File: src/verilog/sram_defs.svh
// SRAM controller defines: address and data widths plus the read and write phase timings.
`ifndef SRAM_DEFS_SVH
`define SRAM_DEFS_SVH

// Word address width for the 256K x 16 device.
`define SRAM_ADDR_W 18

// Data bus width, two byte lanes.
`define SRAM_DATA_W 16

// Cycles between driving the address with OE low and sampling the read data.
// At 25 MHz three cycles leave ample margin over a 10 ns part.
`define SRAM_READ_WAIT 3

// Cycles that WE stays low during a write.
`define SRAM_WRITE_PULSE 4

// Idle cycles after WE rises before ready is reported.
`define SRAM_WRITE_RECOVER 2

`endif

File: src/verilog/sram_pkg.sv
// SRAM package: the data word type shared by the byte-access stage and the bus port.
`include "sram_defs.svh"

package sram_pkg;

	// One SRAM data word.
	// The same bits are read either as a whole halfword or as a pair of byte
	// lanes. Lane 0 is the low byte and is strobed by LB, lane 1 is the high
	// byte and is strobed by UB.
	typedef union packed {
		logic [`SRAM_DATA_W-1:0]            half;
		logic [`SRAM_DATA_W/8-1:0][7:0]     lane;
	} sram_word_u;

endpackage

File: src/verilog/sram_byte_access.sv
// SRAM byte-access stage: maps byte and halfword requests onto word accesses with lane strobes.
`timescale 1ns/1ps
`include "sram_defs.svh"

module sram_byte_access (
	input  logic                       i_clock,
	input  logic                       i_rst_n,
	input  logic                       i_enable,
	input  logic                       i_rw,
	input  logic                       i_size_byte,
	input  logic                       i_signed,
	input  logic [`SRAM_ADDR_W:0]      i_address,
	input  logic [`SRAM_DATA_W-1:0]    i_wdata,
	input  sram_pkg::sram_word_u       i_port_rdata,
	output logic [`SRAM_ADDR_W-1:0]    o_port_address,
	output sram_pkg::sram_word_u       o_port_wdata,
	output logic [1:0]                 o_lane_en,
	output logic [`SRAM_DATA_W-1:0]    o_rdata
);

	import sram_pkg::*;

	localparam int BYTE_ADDR_W = `SRAM_ADDR_W + 1;

	logic              lane_sel;
	logic [7:0]        read_byte;
	logic              ext_bit;
	sram_word_u        write_word;

	// Bit 0 of the byte address picks the lane, the rest is the word address.
	assign lane_sel       = i_address[0];
	assign o_port_address = i_address[BYTE_ADDR_W-1:1];

	// A byte access strobes one lane only, a halfword access strobes both.
	always_comb begin
		if (i_size_byte) begin
			o_lane_en = lane_sel ? 2'b10 : 2'b01;
		end else begin
			o_lane_en = 2'b11;
		end
	end

	// Write data steering.
	// For a byte write the low byte is copied into both lanes, so whichever
	// lane is strobed receives it.
	always_comb begin
		if (i_size_byte) begin
			write_word.lane[0] = i_wdata[7:0];
			write_word.lane[1] = i_wdata[7:0];
		end else begin
			write_word.half = i_wdata;
		end
	end

	// Reads present a quiet zero word, the bus port ignores it anyway.
	assign o_port_wdata = i_rw ? write_word : '0;

	// Read extraction and extension.
	assign read_byte = i_port_rdata.lane[lane_sel];
	assign ext_bit   = i_signed && read_byte[7];

	always_comb begin
		if (i_size_byte) begin
			o_rdata = {{(`SRAM_DATA_W-8){ext_bit}}, read_byte};
		end else begin
			o_rdata = i_port_rdata.half;
		end
	end

	// Halfword requests must be aligned; the host holds the address for the
	// whole access, so this is checked on every enabled cycle.
	a_halfword_aligned: assert property (@(posedge i_clock) disable iff (!i_rst_n)
		(i_enable && !i_size_byte) |-> !i_address[0]);

endmodule

File: config.mk
export PLATFORM = sky130hd
export DESIGN_NAME = sram_byte_access
export DESIGN_NICKNAME = d
export VERILOG_FILES = /design/src/verilog/sram_pkg.sv /design/src/verilog/sram_byte_access.sv
export VERILOG_INCLUDE_DIRS = /design/src /design/src/verilog
export SDC_FILE = /design/constraint.sdc
export NUM_CORES = 1
export LEC_CHECK = 0
export ABC_AREA = 1
export ABC_CLOCK_PERIOD_IN_PS = 800
export BUFFER_PORTS_ARGS = -buffer_cell sky130_fd_sc_hd__buf_2
export CELL_PAD_IN_SITES_DETAIL_PLACEMENT = 1
export CELL_PAD_IN_SITES_GLOBAL_PLACEMENT = 2
export CORE_UTILIZATION = 10
export DETAILED_ROUTE_END_ITERATION = 8
export PLACE_DENSITY_LB_ADDON = 0.25
export RECOVER_POWER = 100
export SETUP_SLACK_MARGIN = 0.02
export SYNTH_ARGS = -nofsm -noshare
export SYNTH_HDL_FRONTEND = slang
export SYNTH_SLANG_ARGS = --single-unit
File: constraint.sdc
create_clock -name vclk -period 0.8
set_input_delay 0.12 -clock vclk [all_inputs]
set_output_delay 0.12 -clock vclk [all_outputs]
set_load 0.01 [all_outputs]
==> results.sh <==
export IMPL_crit_path_max_fanout=8
export IMPL_start_kind="input pin"
export IMPL_clock_buffers=0
export IMPL_ios=109
export IMPL_ys_warn_count=0
export IMPL_setup_slack_ns=-0.0186
export IMPL_postCtsSetupRepairBufs=0
export IMPL_synth_distinct_cells=11
export IMPL_drv_slew=0
export IMPL_path_cells="buf_12 > buf_12 > o21ai_4 > nor2_2 > buf_2"
export IMPL_die_y_um=75.9
export IMPL_slew_headroom=0.891
export IMPL_slowest_delay_ns=0.14
export IMPL_routed_wl_um=2570
export IMPL_fin_tns_setup_ns=-0.190
export IMPL_layout_nets=222
export IMPL_status="complete, but fails checks"
export IMPL_grt_pass1_wl_um=4010
export IMPL_hold_viol_final=0
export IMPL_place_congestion=0.709
export IMPL_fill_cells=655
export IMPL_slowest_stage="buf_12"
export IMPL_holdBufCountCts=0
export IMPL_vias_per_cell=3.66
export IMPL_antenna_found_initial=0
export IMPL_rsz0062_at_grt="yes"
export IMPL_design_seq_count=0
export IMPL_netlist_area_sq_um=547
export IMPL_peakVddDrop_mv=0.158
export IMPL_violations="negative setup slack"
export IMPL_regArea_sq_um=0
export IMPL_seq_area_frac_synth=0
export IMPL_start_util=0.106
export IMPL_first_pass_iters=3
export IMPL_p_leak_uw=0.000653
export IMPL_whs_ns=0.240
export IMPL_endpoint_kind="output pin"
export IMPL_clock_fmax_ghz=1.22
export IMPL_yosys_area_top_type_share=0.281
export IMPL_wl_per_cell_um=11.0
export IMPL_cp_data_arrival_time_ns=0.70
export IMPL_final_setup_viol_count=16
export IMPL_syn_to_final_growth_pct=105
export IMPL_yosys_top_cells_count="nand2_1 (41), buf_4 (19), nor2_1 (16)"
export IMPL_num_antenna_cells=0
export IMPL_multi_input_area_sq_um=464
export IMPL_num_vias=853
export IMPL_grt_max_degree=17
export IMPL_p_per_area_nw_per_um2=592
export IMPL_fp_row_count=26
export IMPL_die_area_sq_um=5770
export IMPL_syn_inst=110
export IMPL_ant_nets=0
export IMPL_crit_type="input pin to output pin"
export IMPL_layout_drive_gt1_share=0.675
export IMPL_syn_nets=167
export IMPL_grt_pass1_vias=905
export IMPL_die_w_um=75.9
export IMPL_synth_largest_area_cell="nand2_1"
export IMPL_crit_path_frequent_cell="buf_12"
export IMPL_grt_usage=0.0797
export IMPL_yosysMostFrequentCell="nand2_1"
export IMPL_core_sq_um=5170
export IMPL_drt_iter0_markers=7
export IMPL_synth_area_leaders="nand2_1 (28%), buf_4 (26%), nor2_1 (11%), nand3_1 (7.3%), o21ai_0 (7.3%)"
export IMPL_hold_class="input pin to output pin"
export IMPL_grt_overflow_total=0
export IMPL_cp_required_ns=0.68
export IMPL_maxCapViolations=0
export IMPL_portBuffers=70
export IMPL_drc=0
export IMPL_period_needed_ns=0.819
export IMPL_dp_hpwl_um=2060
export IMPL_synth_area_per_cell_sq_um=4.97
export IMPL_timing_final_crit_share=1.02
export IMPL_tightest_slew_ns=0.164
==> metrics by stage <==
stage | instance area [sq um] | power, uW | worst slack (ns) | cells | util
6_report | 1120 | 665 | -0.0186 | 233 | 0.217
4_1_cts | 931 | 544 | -0.0228 | 233 | 0.180
3_5_place_dp | 861 | 493 | -0.161 | 233 | 0.166
5_1_grt | 1120 | 729 | -0.0575 | 233 | 0.217
3_3_place_gp | 861 | 495 | -0.126 | 233 | 0.166
2_1_floorplan | 547 | 327 | 0.0530 | 110 | -
==> cell usage in the layout, fill, tap and decap left out <==
| cell | netlist | layout |
|---|---|---|
| nor2_4 | 0 | 2 |
| nand3_2 | 1 | 1 |
| o21ai_4 | 0 | 2 |
| nand3_1 | 8 | 7 |
| buf_6 | 3 | 13 |
| buf_2 | 1 | 57 |
| clkinv_8 | 0 | 1 |
| clkbuf_1 | 0 | 1 |
| nand2_8 | 0 | 1 |
| nand2_1 | 41 | 32 |
| nand2_2 | 2 | 9 |
| buf_12 | 0 | 3 |
| o21ai_2 | 0 | 6 |
| nor2_2 | 0 | 9 |
| inv_1 | 10 | 8 |
| buf_4 | 19 | 1 |
| inv_4 | 0 | 1 |
| buf_8 | 0 | 1 |
| nand3_4 | 0 | 1 |
| nor2_1 | 16 | 5 |
| nand2_4 | 1 | 2 |
==> cell type report <==
class	count	share of cell area
Inverter	10	0.0468
Multi-Input combinational cell	77	0.414
Tap cell	70	0.0780
Timing Repair Buffer	76	0.462
==> final timing paths <==
kind                          start                 end  slack [ns]  cells past startpoint
worst max-delay path    i_size_byte    o_port_wdata[11]       -0.02                      5
worst min-delay path  i_address[17]  o_port_address[16]        0.24                      0
==> layer usage <==
layer / vias up / track usage / share of wire
li1: 422 / - / -
met1: 365 / 0.0921 / 0.37
met2: 66 / 0.141 / 0.48
met3: 0 / 0.0386 / 0.15
met4: 0 / 0 / 0
met5: - / 0 / 0
==> cell families after synthesis <==
| family | share of synthesized area |
|---|---|
| AND/OR/NAND/NOR | 0.526 |
| buffers and inverters | 0.400 |
| AO/OA/AOI/OAI | 0.0732 |
==> power by group <==
| group | internal, uW | total [uW] | leakage, uW | switching, uW |
|---|---|---|---|---|
| clock | 0 | 0 | 0 | 0 |
| sequential | 0 | 0 | 0 | 0 |
| combinational | 323 | 665 | 0.000653 | 342 |
==> critical path: cells and delay by family <==
family / cells / cell delay, ns
simple gates: 1 / 0.05
compound gates: 1 / 0.12
buf+inv: 3 / 0.40
==> timing repair <==
item | in CTS | in global routing
setup endpoints to repair | 24 | 24
pin swaps | 9 | 11
gates cloned | 0 | 0
gates resized for setup | 30 | 45
No activity file was read; power rests on OpenSTA's default activity.
